File: src/rtl/tile_host_pkg.sv
// Tile host shared types
package tile_host_pkg;

  // Bus geometry
  localparam int unsigned AXIL_ADDR_W = 32;
  localparam int unsigned AXIL_DATA_W = 32;

  // Interrupt lines towards the core
  localparam int unsigned N_IRQ = 16;

  // Sentinel instructions seen in the execute stream
  localparam logic [31:0] SENTINEL_START = 32'h5AA0_0013;
  localparam logic [31:0] SENTINEL_END   = 32'h5FF0_0013;

  // AXI4-Lite response codes
  typedef enum logic [1:0] {
    OKAY   = 2'b00,
    SLVERR = 2'b10
  } axil_resp_e;

  // Master to slave channels
  typedef struct packed {
    logic [AXIL_ADDR_W-1:0]   aw_addr;
    logic                     aw_valid;
    logic [AXIL_DATA_W-1:0]   w_data;
    logic [AXIL_DATA_W/8-1:0] w_strb;
    logic                     w_valid;
    logic                     b_ready;
    logic [AXIL_ADDR_W-1:0]   ar_addr;
    logic                     ar_valid;
    logic                     r_ready;
  } axil_req_t;

  // Slave to master channels
  typedef struct packed {
    logic                   aw_ready;
    logic                   w_ready;
    axil_resp_e             b_resp;
    logic                   b_valid;
    logic                   ar_ready;
    logic [AXIL_DATA_W-1:0] r_data;
    axil_resp_e             r_resp;
    logic                   r_valid;
  } axil_rsp_t;

  // Register byte offsets
  typedef enum logic [7:0] {
    REG_CTRL      = 8'h00,
    REG_BOOT      = 8'h04,
    REG_IRQ       = 8'h08,
    REG_STDOUT    = 8'h0C,
    REG_EXIT      = 8'h10,
    REG_STATUS    = 8'h14,
    REG_TIME_LO   = 8'h18,
    REG_TIME_HI   = 8'h1C,
    REG_PROF_LAST = 8'h20,
    REG_PROF_CNT  = 8'h24
  } reg_addr_e;

  // Profiler FSM
  typedef enum logic {
    PROF_IDLE,
    PROF_RUN
  } prof_state_e;

  // Profiler results for the register block
  typedef struct packed {
    logic [31:0] last_lat;
    logic [15:0] pair_cnt;
    logic        orphan_end;
  } prof_stat_t;

endpackage

File: src/rtl/tile_host_regs.sv
// Tile host register block
module tile_host_regs
  import tile_host_pkg::*;
#(
  parameter int unsigned FIFO_DEPTH = 8
) (
  input  logic                        clk,
  input  logic                        arst_n_i,
  input  axil_req_t                   axil_req_i,
  output axil_rsp_t                   axil_rsp_o,
  output logic                        push_o,
  output logic [7:0]                  push_char_o,
  output logic                        pop_o,
  input  logic [7:0]                  head_char_i,
  input  logic                        empty_i,
  input  logic [$clog2(FIFO_DEPTH):0] count_i,
  input  logic                        overflow_i,
  input  prof_stat_t                  prof_stat_i,
  output logic                        fetch_enable_o,
  output logic [31:0]                 boot_addr_o,
  output logic [N_IRQ-1:0]            irq_o,
  output logic                        eoc_o,
  output logic [31:0]                 exit_code_o
);

  // Channel handshakes
  logic                   wr_fire;
  logic                   rd_fire;
  logic                   b_valid_q;
  logic                   r_valid_q;
  axil_resp_e             b_resp_q;
  axil_resp_e             r_resp_q;
  logic [AXIL_DATA_W-1:0] r_data_q;
  // Address decode
  reg_addr_e              wr_addr;
  reg_addr_e              rd_addr;
  logic                   wr_hit;
  logic                   rd_hit;
  // Read mux and merged write data
  logic [AXIL_DATA_W-1:0] rd_data;
  logic [31:0]            status;
  logic [31:0]            boot_merged;
  logic [31:0]            irq_merged;
  logic [31:0]            exit_merged;
  // Free-running timer
  logic [63:0]            timer_q;
  logic [31:0]            time_hi_snap_q;

  // Byte-lane merge of write data
  function automatic logic [AXIL_DATA_W-1:0] apply_strb(
    input logic [AXIL_DATA_W-1:0]   old_val,
    input logic [AXIL_DATA_W-1:0]   new_val,
    input logic [AXIL_DATA_W/8-1:0] strb
  );
    logic [AXIL_DATA_W-1:0] res;
    res = old_val;
    for (int i = 0; i < AXIL_DATA_W / 8; i++) begin
      if (strb[i]) begin
        res[8*i +: 8] = new_val[8*i +: 8];
      end
    end
    return res;
  endfunction

  // Only the ten listed offsets exist, upper address bits must be zero
  function automatic logic is_mapped(input logic [AXIL_ADDR_W-1:0] addr);
    logic hit;
    case (reg_addr_e'(addr[7:0]))
      REG_CTRL, REG_BOOT, REG_IRQ, REG_STDOUT, REG_EXIT,
      REG_STATUS, REG_TIME_LO, REG_TIME_HI, REG_PROF_LAST, REG_PROF_CNT: hit = 1'b1;
      default: hit = 1'b0;
    endcase
    return hit && (addr[AXIL_ADDR_W-1:8] == '0);
  endfunction

  // AW and W are taken together, once the previous B has gone
  assign wr_fire = axil_req_i.aw_valid && axil_req_i.w_valid && !b_valid_q;
  assign rd_fire = axil_req_i.ar_valid && !r_valid_q;

  assign wr_addr = reg_addr_e'(axil_req_i.aw_addr[7:0]);
  assign rd_addr = reg_addr_e'(axil_req_i.ar_addr[7:0]);
  assign wr_hit  = is_mapped(axil_req_i.aw_addr);
  assign rd_hit  = is_mapped(axil_req_i.ar_addr);

  // Console buffer strobes
  assign push_o      = wr_fire && wr_hit && (wr_addr == REG_STDOUT);
  assign push_char_o = axil_req_i.w_data[7:0];
  assign pop_o       = rd_fire && rd_hit && (rd_addr == REG_STDOUT);

  assign boot_merged = apply_strb(boot_addr_o, axil_req_i.w_data, axil_req_i.w_strb);
  assign irq_merged  = apply_strb(32'(irq_o), axil_req_i.w_data, axil_req_i.w_strb);
  assign exit_merged = apply_strb(exit_code_o, axil_req_i.w_data, axil_req_i.w_strb);

  // Status word and read mux
  always_comb begin
    status       = '0;
    status[0]    = eoc_o;
    status[1]    = overflow_i;
    status[2]    = prof_stat_i.orphan_end;
    status[15:8] = 8'(count_i);
    case (rd_addr)
      REG_CTRL:      rd_data = 32'(fetch_enable_o);
      REG_BOOT:      rd_data = boot_addr_o;
      REG_IRQ:       rd_data = 32'(irq_o);
      // Valid flag in bit 8, head sampled in the pop cycle
      REG_STDOUT:    rd_data = {23'b0, !empty_i, head_char_i};
      REG_EXIT:      rd_data = exit_code_o;
      REG_STATUS:    rd_data = status;
      REG_TIME_LO:   rd_data = timer_q[31:0];
      REG_TIME_HI:   rd_data = time_hi_snap_q;
      REG_PROF_LAST: rd_data = prof_stat_i.last_lat;
      REG_PROF_CNT:  rd_data = 32'(prof_stat_i.pair_cnt);
      default:       rd_data = '0;
    endcase
  end

  // Control registers
  always_ff @(posedge clk or negedge arst_n_i) begin
    if (!arst_n_i) begin
      fetch_enable_o <= 1'b0;
      boot_addr_o    <= '0;
      irq_o          <= '0;
      eoc_o          <= 1'b0;
      exit_code_o    <= '0;
    end else if (wr_fire && wr_hit) begin
      case (wr_addr)
        REG_CTRL: begin
          if (axil_req_i.w_strb[0]) begin
            fetch_enable_o <= axil_req_i.w_data[0];
          end
        end
        REG_BOOT: boot_addr_o <= boot_merged;
        REG_IRQ:  irq_o <= irq_merged[N_IRQ-1:0];
        // Exit code write also flags end of computation
        REG_EXIT: begin
          exit_code_o <= exit_merged;
          eoc_o       <= 1'b1;
        end
        // Read-only and console offsets ignore the data here
        default: ;
      endcase
    end
  end

  // Timer and high-word snapshot
  always_ff @(posedge clk or negedge arst_n_i) begin
    if (!arst_n_i) begin
      timer_q        <= '0;
      time_hi_snap_q <= '0;
    end else begin
      timer_q <= timer_q + 64'd1;
      if (rd_fire && rd_hit && (rd_addr == REG_TIME_LO)) begin
        time_hi_snap_q <= timer_q[63:32];
      end
    end
  end

  // Response valid flags
  always_ff @(posedge clk or negedge arst_n_i) begin
    if (!arst_n_i) begin
      b_valid_q <= 1'b0;
      r_valid_q <= 1'b0;
    end else begin
      if (wr_fire) begin
        b_valid_q <= 1'b1;
      end else if (axil_req_i.b_ready) begin
        b_valid_q <= 1'b0;
      end
      if (rd_fire) begin
        r_valid_q <= 1'b1;
      end else if (axil_req_i.r_ready) begin
        r_valid_q <= 1'b0;
      end
    end
  end

  // Response payload
  always_ff @(posedge clk) begin
    if (wr_fire) begin
      b_resp_q <= wr_hit ? OKAY : SLVERR;
    end
    if (rd_fire) begin
      r_data_q <= rd_hit ? rd_data : '0;
      r_resp_q <= rd_hit ? OKAY : SLVERR;
    end
  end

  assign axil_rsp_o.aw_ready = wr_fire;
  assign axil_rsp_o.w_ready  = wr_fire;
  assign axil_rsp_o.b_resp   = b_resp_q;
  assign axil_rsp_o.b_valid  = b_valid_q;
  assign axil_rsp_o.ar_ready = !r_valid_q;
  assign axil_rsp_o.r_data   = r_data_q;
  assign axil_rsp_o.r_resp   = r_resp_q;
  assign axil_rsp_o.r_valid  = r_valid_q;

  // Write response held until the master takes it
  a_b_hold: assert property (@(posedge clk) disable iff (!arst_n_i)
    b_valid_q && !axil_req_i.b_ready |=> b_valid_q);

  // Read data frozen across back-pressure
  a_r_stable: assert property (@(posedge clk) disable iff (!arst_n_i)
    r_valid_q && !axil_req_i.r_ready |=> $stable(r_data_q));

endmodule

File: src/rtl/tile_host_top.sv
// Tile host interface top
module tile_host_top
  import tile_host_pkg::*;
#(
  parameter int unsigned FIFO_DEPTH = 8
) (
  input  logic             clk,
  input  logic             arst_n_i,
  input  axil_req_t        axil_req_i,
  output axil_rsp_t        axil_rsp_o,
  input  logic             instr_valid_i,
  input  logic [31:0]      instr_i,
  output logic             fetch_enable_o,
  output logic [31:0]      boot_addr_o,
  output logic [N_IRQ-1:0] irq_o,
  output logic             eoc_o,
  output logic [31:0]      exit_code_o
);

  // Register block to console buffer
  logic                        push;
  logic [7:0]                  push_char;
  logic                        pop;
  logic [7:0]                  head_char;
  logic                        empty;
  logic [$clog2(FIFO_DEPTH):0] count;
  logic                        overflow;
  // Profiler results
  prof_stat_t                  prof_stat;

  tile_host_regs #(
    .FIFO_DEPTH ( FIFO_DEPTH )
  ) i_regs (
    .clk            ( clk            ),
    .arst_n_i       ( arst_n_i       ),
    .axil_req_i     ( axil_req_i     ),
    .axil_rsp_o     ( axil_rsp_o     ),
    .push_o         ( push           ),
    .push_char_o    ( push_char      ),
    .pop_o          ( pop            ),
    .head_char_i    ( head_char      ),
    .empty_i        ( empty          ),
    .count_i        ( count          ),
    .overflow_i     ( overflow       ),
    .prof_stat_i    ( prof_stat      ),
    .fetch_enable_o ( fetch_enable_o ),
    .boot_addr_o    ( boot_addr_o    ),
    .irq_o          ( irq_o          ),
    .eoc_o          ( eoc_o          ),
    .exit_code_o    ( exit_code_o    )
  );

  tile_print_fifo #(
    .FIFO_DEPTH ( FIFO_DEPTH )
  ) i_print_fifo (
    .clk        ( clk       ),
    .arst_n_i   ( arst_n_i  ),
    .push_i     ( push      ),
    .char_i     ( push_char ),
    .pop_i      ( pop       ),
    .head_o     ( head_char ),
    .empty_o    ( empty     ),
    .count_o    ( count     ),
    .overflow_o ( overflow  )
  );

  tile_sentinel_prof i_prof (
    .clk           ( clk           ),
    .arst_n_i      ( arst_n_i      ),
    .instr_valid_i ( instr_valid_i ),
    .instr_i       ( instr_i       ),
    .stat_o        ( prof_stat     )
  );

endmodule

File: src/rtl/tile_print_fifo.sv
// Console character buffer
module tile_print_fifo #(
  parameter int unsigned FIFO_DEPTH = 8
) (
  input  logic                        clk,
  input  logic                        arst_n_i,
  input  logic                        push_i,
  input  logic [7:0]                  char_i,
  input  logic                        pop_i,
  output logic [7:0]                  head_o,
  output logic                        empty_o,
  output logic [$clog2(FIFO_DEPTH):0] count_o,
  output logic                        overflow_o
);

  localparam int unsigned PTR_W = $clog2(FIFO_DEPTH);

  // Character storage
  logic [7:0]       mem_q [FIFO_DEPTH];
  // Pointers wrap on their own since depth is a power of two
  logic [PTR_W-1:0] wr_ptr_q;
  logic [PTR_W-1:0] rd_ptr_q;
  logic [PTR_W:0]   count_q;
  logic             full;
  logic             push_ok;
  logic             pop_ok;

  assign full    = (count_q == (PTR_W + 1)'(FIFO_DEPTH));
  assign empty_o = (count_q == '0);
  assign push_ok = push_i && !full;
  // Pop on empty is a no-op
  assign pop_ok  = pop_i && !empty_o;

  assign head_o  = mem_q[rd_ptr_q];
  assign count_o = count_q;

  always_ff @(posedge clk) begin
    if (push_ok) begin
      mem_q[wr_ptr_q] <= char_i;
    end
  end

  // Pointers, fill level and sticky overflow
  always_ff @(posedge clk or negedge arst_n_i) begin
    if (!arst_n_i) begin
      wr_ptr_q   <= '0;
      rd_ptr_q   <= '0;
      count_q    <= '0;
      overflow_o <= 1'b0;
    end else begin
      if (push_ok) begin
        wr_ptr_q <= wr_ptr_q + 1'b1;
      end
      if (pop_ok) begin
        rd_ptr_q <= rd_ptr_q + 1'b1;
      end
      case ({push_ok, pop_ok})
        2'b10:   count_q <= count_q + 1'b1;
        2'b01:   count_q <= count_q - 1'b1;
        default: count_q <= count_q;
      endcase
      // Dropped character
      if (push_i && full) begin
        overflow_o <= 1'b1;
      end
    end
  end

  a_count_bound: assert property (@(posedge clk) disable iff (!arst_n_i)
    count_q <= (PTR_W + 1)'(FIFO_DEPTH));

endmodule

File: src/rtl/tile_sentinel_prof.sv
// Sentinel latency profiler
module tile_sentinel_prof
  import tile_host_pkg::*;
(
  input  logic        clk,
  input  logic        arst_n_i,
  input  logic        instr_valid_i,
  input  logic [31:0] instr_i,
  output prof_stat_t  stat_o
);

  prof_state_e state_q;
  // Local cycle index, counts from reset
  logic [31:0] cyc_q;
  // Cycle index of the open start sentinel
  logic [31:0] start_q;
  logic        is_start;
  logic        is_end;
  prof_stat_t  stat_q;

  // Retired sentinel matches
  assign is_start = instr_valid_i && (instr_i == SENTINEL_START);
  assign is_end   = instr_valid_i && (instr_i == SENTINEL_END);

  always_ff @(posedge clk or negedge arst_n_i) begin
    if (!arst_n_i) begin
      cyc_q <= '0;
    end else begin
      cyc_q <= cyc_q + 32'd1;
    end
  end

  // Stamp the cycle index of every retired start
  always_ff @(posedge clk) begin
    if (is_start) begin
      start_q <= cyc_q;
    end
  end

  // Pairing FSM and results
  always_ff @(posedge clk or negedge arst_n_i) begin
    if (!arst_n_i) begin
      state_q <= PROF_IDLE;
      stat_q  <= '0;
    end else begin
      case (state_q)
        PROF_IDLE: begin
          if (is_start) begin
            state_q <= PROF_RUN;
          end else if (is_end) begin
            // End without a start
            stat_q.orphan_end <= 1'b1;
          end
        end
        PROF_RUN: begin
          // A repeated start only restamps start_q and stays here
          if (is_end) begin
            stat_q.last_lat <= cyc_q - start_q;
            stat_q.pair_cnt <= stat_q.pair_cnt + 16'd1;
            state_q         <= PROF_IDLE;
          end
        end
        default: state_q <= PROF_IDLE;
      endcase
    end
  end

  assign stat_o = stat_q;

  // Any end sentinel closes the measurement
  a_end_closes: assert property (@(posedge clk) disable iff (!arst_n_i)
    is_end |=> state_q == PROF_IDLE);

endmodule

File: config.mk
export PLATFORM = sky130hd
export DESIGN_NAME = tile_host_top
export DESIGN_NICKNAME = d
export VERILOG_FILES = /design/src/rtl/tile_host_pkg.sv /design/src/rtl/tile_host_regs.sv /design/src/rtl/tile_host_top.sv /design/src/rtl/tile_print_fifo.sv /design/src/rtl/tile_sentinel_prof.sv
export SDC_FILE = /design/constraint.sdc
export NUM_CORES = 1
export LEC_CHECK = 0
export BUFFER_PORTS_ARGS = -buffer_cell sky130_fd_sc_hd__buf_2
export CAP_MARGIN = 20
export CORE_ASPECT_RATIO = 0.9
export CORE_MARGIN = 4
export CORE_UTILIZATION = 59
export DETAILED_ROUTE_END_ITERATION = 8
export PLACE_DENSITY = 0.92
export REMOVE_ABC_BUFFERS = 1
export SYNTH_ARGS = -nofsm -noshare
export SYNTH_HDL_FRONTEND = slang
export SYNTH_SLANG_ARGS = --single-unit
File: constraint.sdc
create_clock -name clk -period 5.6 [get_ports clk]
set_clock_uncertainty 0.1 [all_clocks]
set_input_delay 0.56 -clock clk [delete_from_list [all_inputs] [get_ports clk]]
set_output_delay 0.56 -clock clk [all_outputs]
set_load 0.005 [all_outputs]
After elaboration in Yosys (flattened, before gate mapping) --
Memory sizes are Yosys's and may differ from the RTL's. Cells that the tools add are included.
Storage, ports and cells: memories kept 1, output and inout bits 123, bits in read-only memories 0, RAM bits 64, input port bits 140, latch bits 0, register bits after elaboration 341
Operators by class: divide/modulo/power cells 0, multipliers 0, shifts and indexed selects 0, add/sub/neg operators 8, eq/ne operators 23, mux-type cells 15, $lt $le $gt $ge 0, reduce and logical (&&, ||, !) cells 43, bitwise operators 2
Memories:
- i_print_fifo.mem_q | depth 8, width 8, read ports 1, clocked after Yosys merged registers in 0, wr ports 1, RTL line tile_print_fifo.sv:19 | logic [7:0] mem_q [FIFO_DEPTH];
Operator list (number):
- case mux 32 bit (10 select lines) | 1
- adder 64 x 1 -> 64 bit (second input constant) | 1
- equality test 32 x 31 -> 1 bit (second input constant) | 2
- equality test 8 x 5 -> 1 bit (second input constant) | 8
- zero test 24 bit | 2
- AND reduction 3 bit | 12
- adder 32 x 1 -> 32 bit (second input constant) | 1
- equality test 8 x 4 -> 1 bit (second input constant) | 4
- equality test 8 x 6 -> 1 bit (second input constant) | 4
- subtractor 32 bit | 1
- OR reduction 10 bit | 2
- adder 16 x 1 -> 16 bit (second input constant) | 1
- equality test 8 x 3 -> 1 bit (second input constant) | 2
- zero test 8 bit | 2
- logical AND 1 bit | 15
- 2-to-1 mux 1 bit | 10
- case mux 4 bit (2 select lines) | 1
- adder 3 x 1 -> 3 bit (second input constant) | 2
- nonzero test 2 bit | 3
- adder 4 x 1 -> 4 bit (second input constant) | 1
- equality test 4 bit (second input constant) | 1
- zero test 1 bit | 4
- zero test 4 bit | 1
- 2-to-1 mux 2 bit | 2
- 6 further kinds | 8

Depth between registers and ports, before layout --
Gate-level depths: netlist of the first run.
word-level depth 9, depth in mapped cells 13, depth with buffers taken out 13

By module --
A second synthesis of the first run with hierarchy kept.
Unflattened totals: cell total of the unflattened synthesis 1621, area total of the unflattened synthesis 19433.6 um^2
Modules (own cells, without submodules):
- tile_host_regs | area an instance 10027.1 um^2, cells each 834, times used 1
- tile_sentinel_prof | area an instance 6237.2 um^2, cells each 623, times used 1
- tile_print_fifo | area an instance 3169.3 um^2, cells each 164, times used 1

Worst setup path before layout of the first run --
OpenSTA, ideal clock, no wires.
kind input -> register, start in axil_req_i[1] (netlist name), end reg i_print_fifo.count_q[3] (netlist: i_print_fifo.count_o[3]), stages 10, slack 1.791 ns, required time 5.378 ns, buffers on the path 0, setup time 0.122 ns, data arrival time 3.586 ns, cell sequence nor2b_1 > nand2_1 > nor2_1 > ha_1 > ha_1 > a21o_1 > a21oi_1 > xnor2_1 > nor2_1 > xnor2_1
On the way: word-level cells in the longest chain between the ends 6
Ends and longest elaborated chain:
- from (decl) | RTL line tile_host_top.sv:9 | input axil_req_t axil_req_i,
- logical AND 1 bit * | RTL line tile_host_regs.sv:78 | assign rd_fire = axil_req_i.ar_valid && !r_valid_q;
- logical AND 1 bit * (2 in series) | RTL line tile_host_regs.sv:88 | assign pop_o = rd_fire && rd_hit && (rd_addr == REG_STDOUT);
- logical AND 1 bit * | RTL line tile_print_fifo.sv:32 | assign pop_ok = pop_i && !empty_o;
- net i_print_fifo.pop_ok | RTL line tile_print_fifo.sv:26 | logic pop_ok;
- equality test 2 x 1 -> 1 bit / equality test 2 bit (equally long branches) | RTL line tile_print_fifo.sv:57 | case ({push_ok, pop_ok})
- case mux 4 bit (2 select lines) / nonzero test 2 bit (equally long branches)
- to (signal assigned) | RTL line tile_print_fifo.sv:58 | 2'b10: count_q <= count_q + 1'b1;
- to (signal assigned) | RTL line tile_print_fifo.sv:59 | 2'b01: count_q <= count_q - 1'b1;
- to (signal assigned) | RTL line tile_print_fifo.sv:60 | default: count_q <= count_q;
- to (decl) | RTL line tile_print_fifo.sv:23 | logic [PTR_W:0] count_q;
The timed path passes the listed nets; every way through them passes the cells marked *. A chain may end at the register's enable or synchronous reset.

Worst setup path in the final report of the first run --
start in axil_req_i[80] (netlist name), end mem i_print_fifo.mem_q[7][3], enable pin
On the way: word-level cells in the longest chain between the ends 9
Ends and longest elaborated chain:
- equality test 8 x 5 -> 1 bit (tied with other cells) | RTL line tile_host_regs.sv:68 | case (reg_addr_e'(addr[7:0]))
- OR reduction 10 bit | RTL line tile_host_regs.sv:68
- 2-to-1 mux 1 bit | RTL line tile_host_regs.sv:68
- logical AND 1 bit | RTL line tile_host_regs.sv:73 | return hit && (addr[AXIL_ADDR_W-1:8] == '0);
- logical AND 1 bit | RTL line tile_host_regs.sv:86 | assign push_o = wr_fire && wr_hit && (wr_addr == REG_STDOUT);
- logical AND 1 bit * | RTL line tile_host_regs.sv:86
- logical AND 1 bit * | RTL line tile_print_fifo.sv:30 | assign push_ok = push_i && !full;
- 2-to-1 mux 1 bit * | RTL line tile_print_fifo.sv:38 | if (push_ok) begin
- 2-to-1 mux 1 bit (not written as such) * | RTL line tile_print_fifo.sv:39 | mem_q[wr_ptr_q] <= char_i;
- to (decl) | RTL line tile_print_fifo.sv:19
Mark *: on every way between the ends. The rest lies on a longest branch, timed or not.

==> results by group, run 1 <==
Run status
  • Status: completed

Layout
  • Share of layout cells above drive strength 1: 26.1%
  • Layout fillers: 2059
  • Layout area overhead: 16.3%
  • Layout Cells excl Fill: 2252
  • Final Core Density: 70.2%
  • Nets: 1991

Job
  • # Max-Cap Violations: 0

STA
  • Final slew viol count: 0
  • Setup violations, final: 0
  • Fin crit period: 3810 ps
  • Tcrit/Tclk final: 68.1%
  • Max-slew headroom: 30.1%
  • Fmax: 262 MHz
  • Setup TNS: 0 ps
  • Slew @ Worst Pin: 1030 ps
  • Worst hold slack: 50.0 ps
  • Final Hold Vio Count: 0
  • Unrepaired setup endpoints after global routing: false

Synthesis
  • Synth Cell Area: 0.0188 sq mm
  • Synth Register Bits: 403
  • Sequential cell area fraction in the yosys report: 57.0%
  • Synth top area share: 36.3%
  • Mapped Avg Cell Area: 12.2 sq um
  • Post-synth EDFFs: 130
  • Top_reg_cell synth: dfrtp_1
  • Largest cells by area after synthesis: dfrtp_1 36%, edfxtp_1 21%, mux2_2 4.6%
  • Post-Syn Instances: 1544
  • Yosys top cell by area: dfrtp_1
  • Synth cell types: 69
  • Async SR Flop Fraction: 67.7%
  • Synth Warn #: 0

Place
  • I/O Buffers: 260
  • Post-Place Cells: 2175
  • Post-DP HPWL: 37.0 mm
  • Routability cong.: 0.910

Worst setup path
  • Stages on worst setup path: 7
  • Crit path max-delay cell type: nor2_1
  • CP endpoint kind: flip-flop
  • Arrival time of the worst setup path: 3890 ps
  • Buffers & Inverters on Critical Path: 1
  • Crit-path most repeated cell: or4_4
  • Setup CP Type: primary input to flip-flop
  • Crit-path cells: buf_2 > or4_4 > or4_4 > nor4_1 > nand4_1 > or2_2 > nor2_1
  • CP delay by family, top: simple AND/OR/NAND/NOR gates
  • Worst setup SP type: primary input
  • R2r worst-path depth: 11
  • Crit path max fanout: 8
  • Max stage delay on crit path: 700 ps
  • CP required: 5680 ps

Power
  • Pwr/cell area: 270 mW/mm^2
  • Int Pwr: 0.00467 W
  • Switching Fraction: 21.2%
  • Comb power frac: 2.9%
  • Share of power burned in registers: 51.8%
  • Sw Pwr: 0.00126 W
  • Clock network power share: 45.3%
  • Worst VDD drop: 0.193 mV
  • Leakage: 10.0 nW

Global routing
  • Total gr overflow: 0
  • Vias in the first global route: 14400
  • Largest net degree at the start of global routing: 141
  • All-Layer GR Usage: 29.7%
  • First-pass GRT wire length: 81.3 mm
  • Initial antenna violation count: 2

Clock tree
  • CTS clk-pin slew, worst paths: 60 ps
  • Setup Fix Bufs, Post-CTS: 0
  • CTS Buffer Depth: 3
  • Clock buffer count from CTS: 40
  • Clock H-tree levels: 2
  • Resize count post-CTS: 0
  • CTS sink count: 403
  • Quantity of hold-fixing buffers added after cts: 0
  • CTS tree: built
  • Worst skew pair latency: 550 ps
  • Root Driver: clkbuf_16

Routing
  • Via Count: 14300
  • DR pass1 iterations: 7
  • Residual DRC count: 0
  • Via density: 6.36
  • WL per Instance: 23.3 um
  • WL final: 52.5 mm
  • Initial DRC Count: 1762
  • Antenna Nets Post-Route: 0

Die
  • Die span in y: 178 um
  • Row count: 61
  • Initial Util: 60.4%
  • Die W: 196 um
  • Core Region: 0.0312 sq mm
  • Top-level port count: 263
  • Die ar.: 0.0349 sq mm

Hold path
  • Hold WC Path Type: primary input to async pin
==> logic make-up after synthesis <==
| kind of cell | count (synthesis) | synth area share (%) |
|---|---|---|
| other | 1 | 0.0199 |
| multiplexers | 146 | 10.3 |
| XOR/XNOR | 138 | 6.41 |
| flip-flops | 403 | 57.0 |
| buffers and inverters | 110 | 2.35 |
| adder cells (fa/ha/maj) | 41 | 2.80 |
| AND/OR/NAND/NOR | 441 | 11.8 |
| AO/OA/AOI/OAI | 264 | 9.44 |
==> metal layers <==
layer | share of wire (%) | track usage [%] | up-vias
met5 | 0.11 | 0 | -
met4 | 3.6 | 9.86 | 2
met3 | 12 | 7.63 | 173
met2 | 47 | 48.2 | 957
met1 | 37 | 39.7 | 6935
li1 | - | - | 6245
==> final cells by class <==
class / instances / area (sq um) / share of cell area [%]
Clock buffer: 61 / 1200 / 5.50
Timing Repair Buffer: 277 / 1450 / 6.61
Inverter: 56 / 210 / 0.959
Clock inverter: 12 / 116 / 0.531
Sequential cell: 403 / 10700 / 49.0
Tap cell: 409 / 512 / 2.33
Multi-Input combinational cell: 1032 / 7690 / 35.1
Antenna cell: 2 / 5.00 / 0.0228
==> metrics by stage <==
step	instance area [sq um]	total power (W)	setup slack (ps)
finish	21900	0.00592	1790
floorplan	18600	0.00315	1230
detailed placement	20600	0.00330	1140
CTS	21900	0.00595	1740
global placement	20600	0.00329	1350
global route	21900	0.00610	1770
==> path summary, 6_finish.rpt <==
check | from | slack, ps | endpoint
setup / recovery | axil_req_i[80] | 1790 | i_print_fifo.mem_q[7][3]$_DFFE_PP_
hold / removal | arst_n_i | 50 | i_regs.irq_o[10]$_DFFE_PN0P_
setup reg to reg | i_prof.cyc_q[0]$_DFF_PN0_ | 2070 | i_prof.stat_o[45]$_DFFE_PN0P_
hold reg to reg | i_print_fifo.overflow_o$_DFFE_PN0P_ | 380 | i_print_fifo.overflow_o$_DFFE_PN0P_
max in group asynchronous | arst_n_i | 4010 | i_regs.exit_code_o[31]$_DFFE_PN0P_
min in group clk | axil_req_i[0] | 100 | i_regs.r_valid_q$_DFFE_PN0P_
==> cell usage in the layout (no fill, tap or decap), types with 7 or more instances in the layout <==
cell type,instances
nor2_1,74
a22oi_1,43
nand2_1,137
nand3_1,56
mux2_2,77
nor4_1,16
xor2_1,43
mux2_1,11
mux4_2,16
xnor2_1,95
and3_1,34
buf_4,14
ha_1,39
o21ai_0,48
mux2_4,32
nor3_1,22
a21oi_1,50
inv_1,56
buf_2,260
nand4_1,34
edfxtp_1,130
dfrtp_1,273
a222oi_1,16
mux2i_1,10
a221oi_1,12
clkbuf_1,13
o21bai_1,10
and4_1,7
clkbuf_16,44
nand2b_1,8
a31oi_1,32
a21o_1,15
==> power by group through the flow <==
| stage | sequential (W) | combinational [W] | clock (W) |
|---|---|---|---|
| CTS | 0.00307 | 0.000175 | 0.00270 |
| floorplan | 0.00313 | 0.0000271 | 0 |
| global placement | 0.00313 | 0.000169 | 0 |
| finish | 0.00307 | 0.000175 | 0.00268 |
| detailed placement | 0.00313 | 0.000174 | 0 |
| global route | 0.00307 | 0.000193 | 0.00284 |
==> synth_stat cells (all sizes together) (3+ instances only) <==
master / number
dfrtp: 273
nand2: 141
edfxtp: 130
mux2: 120
xnor2: 95
nor2: 80
inv: 56
nand3: 56
a21oi: 50
o21ai: 49
a22oi: 43
xor2: 43
clkbuf: 40
ha: 39
and3: 34
nand4: 34
a31oi: 32
nor3: 22
nor4: 17
a222oi: 16
mux4: 16
a21o: 15
buf: 14
a221oi: 12
mux2i: 10
o21bai: 10
nand2b: 8
and4: 7
and2: 6
o31ai: 6
or3: 6
a22o: 5
nor2b: 5
nor4b: 5
o21a: 5
or4: 5
a32oi: 4
nor3b: 3
or2: 3
==> worst register-to-register path, delay by kind of cell (launching register included) <==
kind	cells	cell delay, ps
compound gates	6	1980
simple gates	1	70
flops	1	460
fa+ha+maj	2	390
buf+inv	1	110
xor+xnor	1	270
(Power assumes the default switching activity.)
==> run 2, diff against run 1 <==
--- a/config.mk
+++ b/config.mk
@@ -9,9 +9,9 @@
 export CAP_MARGIN = 20
 export CORE_ASPECT_RATIO = 0.9
 export CORE_MARGIN = 4
-export CORE_UTILIZATION = 59
+export CORE_UTILIZATION = 58
 export DETAILED_ROUTE_END_ITERATION = 8
-export PLACE_DENSITY = 0.92
+export PLACE_DENSITY = 0.9
 export REMOVE_ABC_BUFFERS = 1
 export SYNTH_ARGS = -nofsm -noshare
 export SYNTH_HDL_FRONTEND = slang
==> constraint.sdc (replaced) <==
create_clock -name clk -period 3.7 [get_ports clk]
set_clock_uncertainty 0.1 [all_clocks]
set_input_delay 0.37 -clock clk [delete_from_list [all_inputs] [get_ports clk]]
set_output_delay 0.37 -clock clk [all_outputs]
set_load 0.005 [all_outputs]
==> run 2 against run 1 <==
Non-clock buffer count rose by 46. Count of clock-buffer cells in the layout down 6. Combinational power up 68%. Die area is 1.6% higher. Global-route usage grew 1.3 points. First-iteration DRC count up 1.2%. Critical path depth increased by 5. Flip-flop and latch count stayed put. Worst hold slack lost 32 ps. Cell count is 2.5% higher. Highest routed layer unchanged.
==> results by group, run 2 (synthesized netlist as in run 1, its figures left out) <==
Run status
  • Status: completed (unchanged)

STA
  • Tcrit/Tclk final: 87.8%
  • Slew @ Worst Pin: 861 ps (was 1030 ps)
  • Unrepaired setup endpoints after global routing: false (unchanged)
  • Final slew viol count: 0 (unchanged)
  • Fin crit period: 3250 ps
  • Setup TNS: 0 ps (unchanged)
  • Fmax: 308 MHz
  • Worst hold slack: 18.2 ps (was 50.0 ps)
  • Max-slew headroom: 42.5% (was 30.1%)
  • Final Hold Vio Count: 0 (unchanged)
  • Setup violations, final: 0 (unchanged)

Routing
  • Residual DRC count: 0 (unchanged)
  • Via Count: 14800 (was 14300)
  • Initial DRC Count: 1784 (was 1762)
  • Via density: 6.41 (was 6.36)
  • WL final: 55.8 mm (was 52.5 mm)
  • Antenna Nets Post-Route: 0 (unchanged)
  • DR pass1 iterations: 6 (was 7)
  • WL per Instance: 24.2 um (was 23.3 um)

Global routing
  • Total gr overflow: 0 (unchanged)
  • Initial antenna violation count: 5 (was 2)
  • Vias in the first global route: 14900 (was 14400)
  • Largest net degree at the start of global routing: 99 (was 141)
  • First-pass GRT wire length: 85.5 mm (was 81.3 mm)
  • All-Layer GR Usage: 31.1% (was 29.7%)

Die
  • Core Region: 0.0320 sq mm (was 0.0312 sq mm)
  • Die span in y: 179 um (was 178 um)
  • Row count: 62 (was 61)
  • Top-level port count: 263 (unchanged)
  • Die W: 198 um (was 196 um)
  • Die ar.: 0.0354 sq mm (was 0.0349 sq mm)
  • Initial Util: 59.0% (was 60.4%)

Hold path
  • Hold endpoint: i_print_fifo.overflow_o$_DFFE_PN0P_
  • Hold Path Cell Cnt: 3
  • Hold WC Path Type: primary input to flip-flop (was primary input to async pin)
  • Worst Hold Launch: axil_req_i[75]

Clock tree
  • Root Driver: clkbuf_16 (unchanged)
  • CTS tree: built (unchanged)
  • Worst skew pair latency: 560 ps (was 550 ps)
  • CTS clk-pin slew, worst paths: 70 ps (was 60 ps)
  • CTS Buffer Depth: 3 (unchanged)
  • Quantity of hold-fixing buffers added after cts: 21 (was 0)
  • CTS sink count: 403 (unchanged)
  • Clock H-tree levels: 2 (unchanged)
  • Resize count post-CTS: 0 (unchanged)
  • Clock buffer count from CTS: 41 (was 40)
  • Setup Fix Bufs, Post-CTS: 0 (unchanged)

Layout
  • Leading cell types in the layout, fill and taps excluded: 273 x dfrtp_1, 259 x buf_2, 137 x nand2_1, 130 x edfxtp_1, 95 x xnor2_1 (was 273 x dfrtp_1, 260 x buf_2, 137 x nand2_1, 130 x edfxtp_1, 95 x xnor2_1)
  • Share of layout cells above drive strength 1: 27.1% (was 26.1%)
  • Commonest non-fill, non-tap cell in the layout: dfrtp_1 (unchanged)
  • Footprint of the multi-input gates: 0.00769 sq mm (unchanged)
  • Layout area overhead: 19.0% (was 16.3%)
  • Nets: 2038 (was 1991)
  • Layout fillers: 2071 (was 2059)
  • Register area: 0.0107 sq mm (unchanged)

Worst setup path
  • Worst r2r src: i_prof.cyc_q[0]$_DFF_PN0_ (unchanged)
  • CP required: 4050 ps (was 5680 ps)
  • Buffers & Inverters on Critical Path: 1 (unchanged)
  • R2r worst-path depth: 11 (unchanged)
  • Worst setup SP type: primary input (unchanged)
  • Max stage delay on crit path: 550 ps (was 700 ps)
  • Arrival time of the worst setup path: 3600 ps (was 3890 ps)
  • Crit-path cells: buf_2 > or4_4 > or4_4 > nor4_1 > nand4_1 > ha_1 > ha_1 > a21o_1 > a21oi_1 > xnor2_1 > nor2_1 > xnor2_1 (was buf_2 > or4_4 > or4_4 > nor4_1 > nand4_1 > or2_2 > nor2_1)
  • R2R Setup Slk: 520 ps (was 2070 ps)
  • CP endpoint kind: flip-flop (unchanged)
  • Crit path max fanout: 3 (was 8)
  • Worst R2R End: i_prof.stat_o[45]$_DFFE_PN0P_ (unchanged)
  • CP delay by family, top: simple AND/OR/NAND/NOR gates (unchanged)
  • Setup CP Type: primary input to flip-flop (unchanged)
  • Crit path max-delay cell type: or4_4 (was nor2_1)

Job
  • # Max-Cap Violations: 0 (unchanged)

Power
  • Pwr/cell area: 410 mW/mm^2 (was 270 mW/mm^2)
  • Leakage: 10.3 nW (was 10.0 nW)
  • Tot Pwr: 0.00919 W (was 0.00592 W)
  • Worst VDD drop: 0.318 mV (was 0.193 mV)

Place
  • Routability cong.: 0.962 (was 0.910)
  • I/O Buffers: 260 (unchanged)
  • Post-DP HPWL: 38.6 mm (was 37.0 mm)
-- run 2: cell count changes in the layout (fill, tap and decap cells not counted), moves of 2 or more --
cell           change
buf_4             +26
bufinv_16          +2
clkbuf_1           -6
clkinv_1           +3
clkinv_2           +5
clkinvlp_2         +2
dlygate4sd3_1     +21
-- run 2: per-layer routing --
layer | global-route usage [%] | part of all wire, %
met5 | 0 | 0.066
met4 | 12.6 | 4.6
met3 | 7.53 | 12
met1 | 40.9 | 37
met2 | 50.1 | 47
-- run 2: worst max-delay path by stage --
stage	cells after the start	slack [ps]	from	to
after detailed placement	12	-40	axil_req_i[80]	i_print_fifo.count_o[3]$_DFFE_PN0P_
after floorplan	8	-480	instr_i[5]	i_prof.stat_o[15]$_DFFE_PN0P_
after global routing	12	270	axil_req_i[80]	i_print_fifo.count_o[3]$_DFFE_PN0P_
after CTS	11	510	i_prof.cyc_q[0]$_DFF_PN0_	i_prof.stat_o[45]$_DFFE_PN0P_
after global placement	12	20	axil_req_i[80]	i_print_fifo.count_o[3]$_DFFE_PN0P_
final	12	450	axil_req_i[80]	i_print_fifo.count_o[3]$_DFFE_PN0P_
-- run 2: final cells by class --
cell class	count	share of cell area [%]
clock inverter	21	0.943
inverter	56	0.938
timing repair buffer	323	8.30
clock buffer	55	5.27
sequential	403	47.9
tap	416	2.32
antenna	2	0.0223
multi-input combinational	1032	34.3
-- run 2: report_power, final --
group | switching (W) | internal [W]
Sequential | 0.0000151 | 0.00463
Combinational | 0.000184 | 0.000110
Clock | 0.00178 | 0.00247
Total | 0.00198 | 0.00721
-- run 2: worst register-to-register path, delay by kind of cell, from the launching register on --
| family | cells | cell delay [ps] |
|---|---|---|
| AOI/OAI and AO/OA | 6 | 1750 |
| and+or+nand+nor | 1 | 80 |
| xor gates and xnor gates | 1 | 160 |
| adders and majority gates | 2 | 400 |
| DFF | 1 | 440 |
| buffers and inverters | 1 | 110 |
-- run 2: through the flow --
step	cells	utilization [%]	worst slack (ps)	cell area (sq um)
detailed placement	2209	65.1	-43.8	20800
global placement	2209	65.1	21.8	20800
finish	2308	70.1	452	22400
floorplan	1491	-	-480	18600
CTS	2306	70.1	508	22400
global route	2308	70.1	270	22400
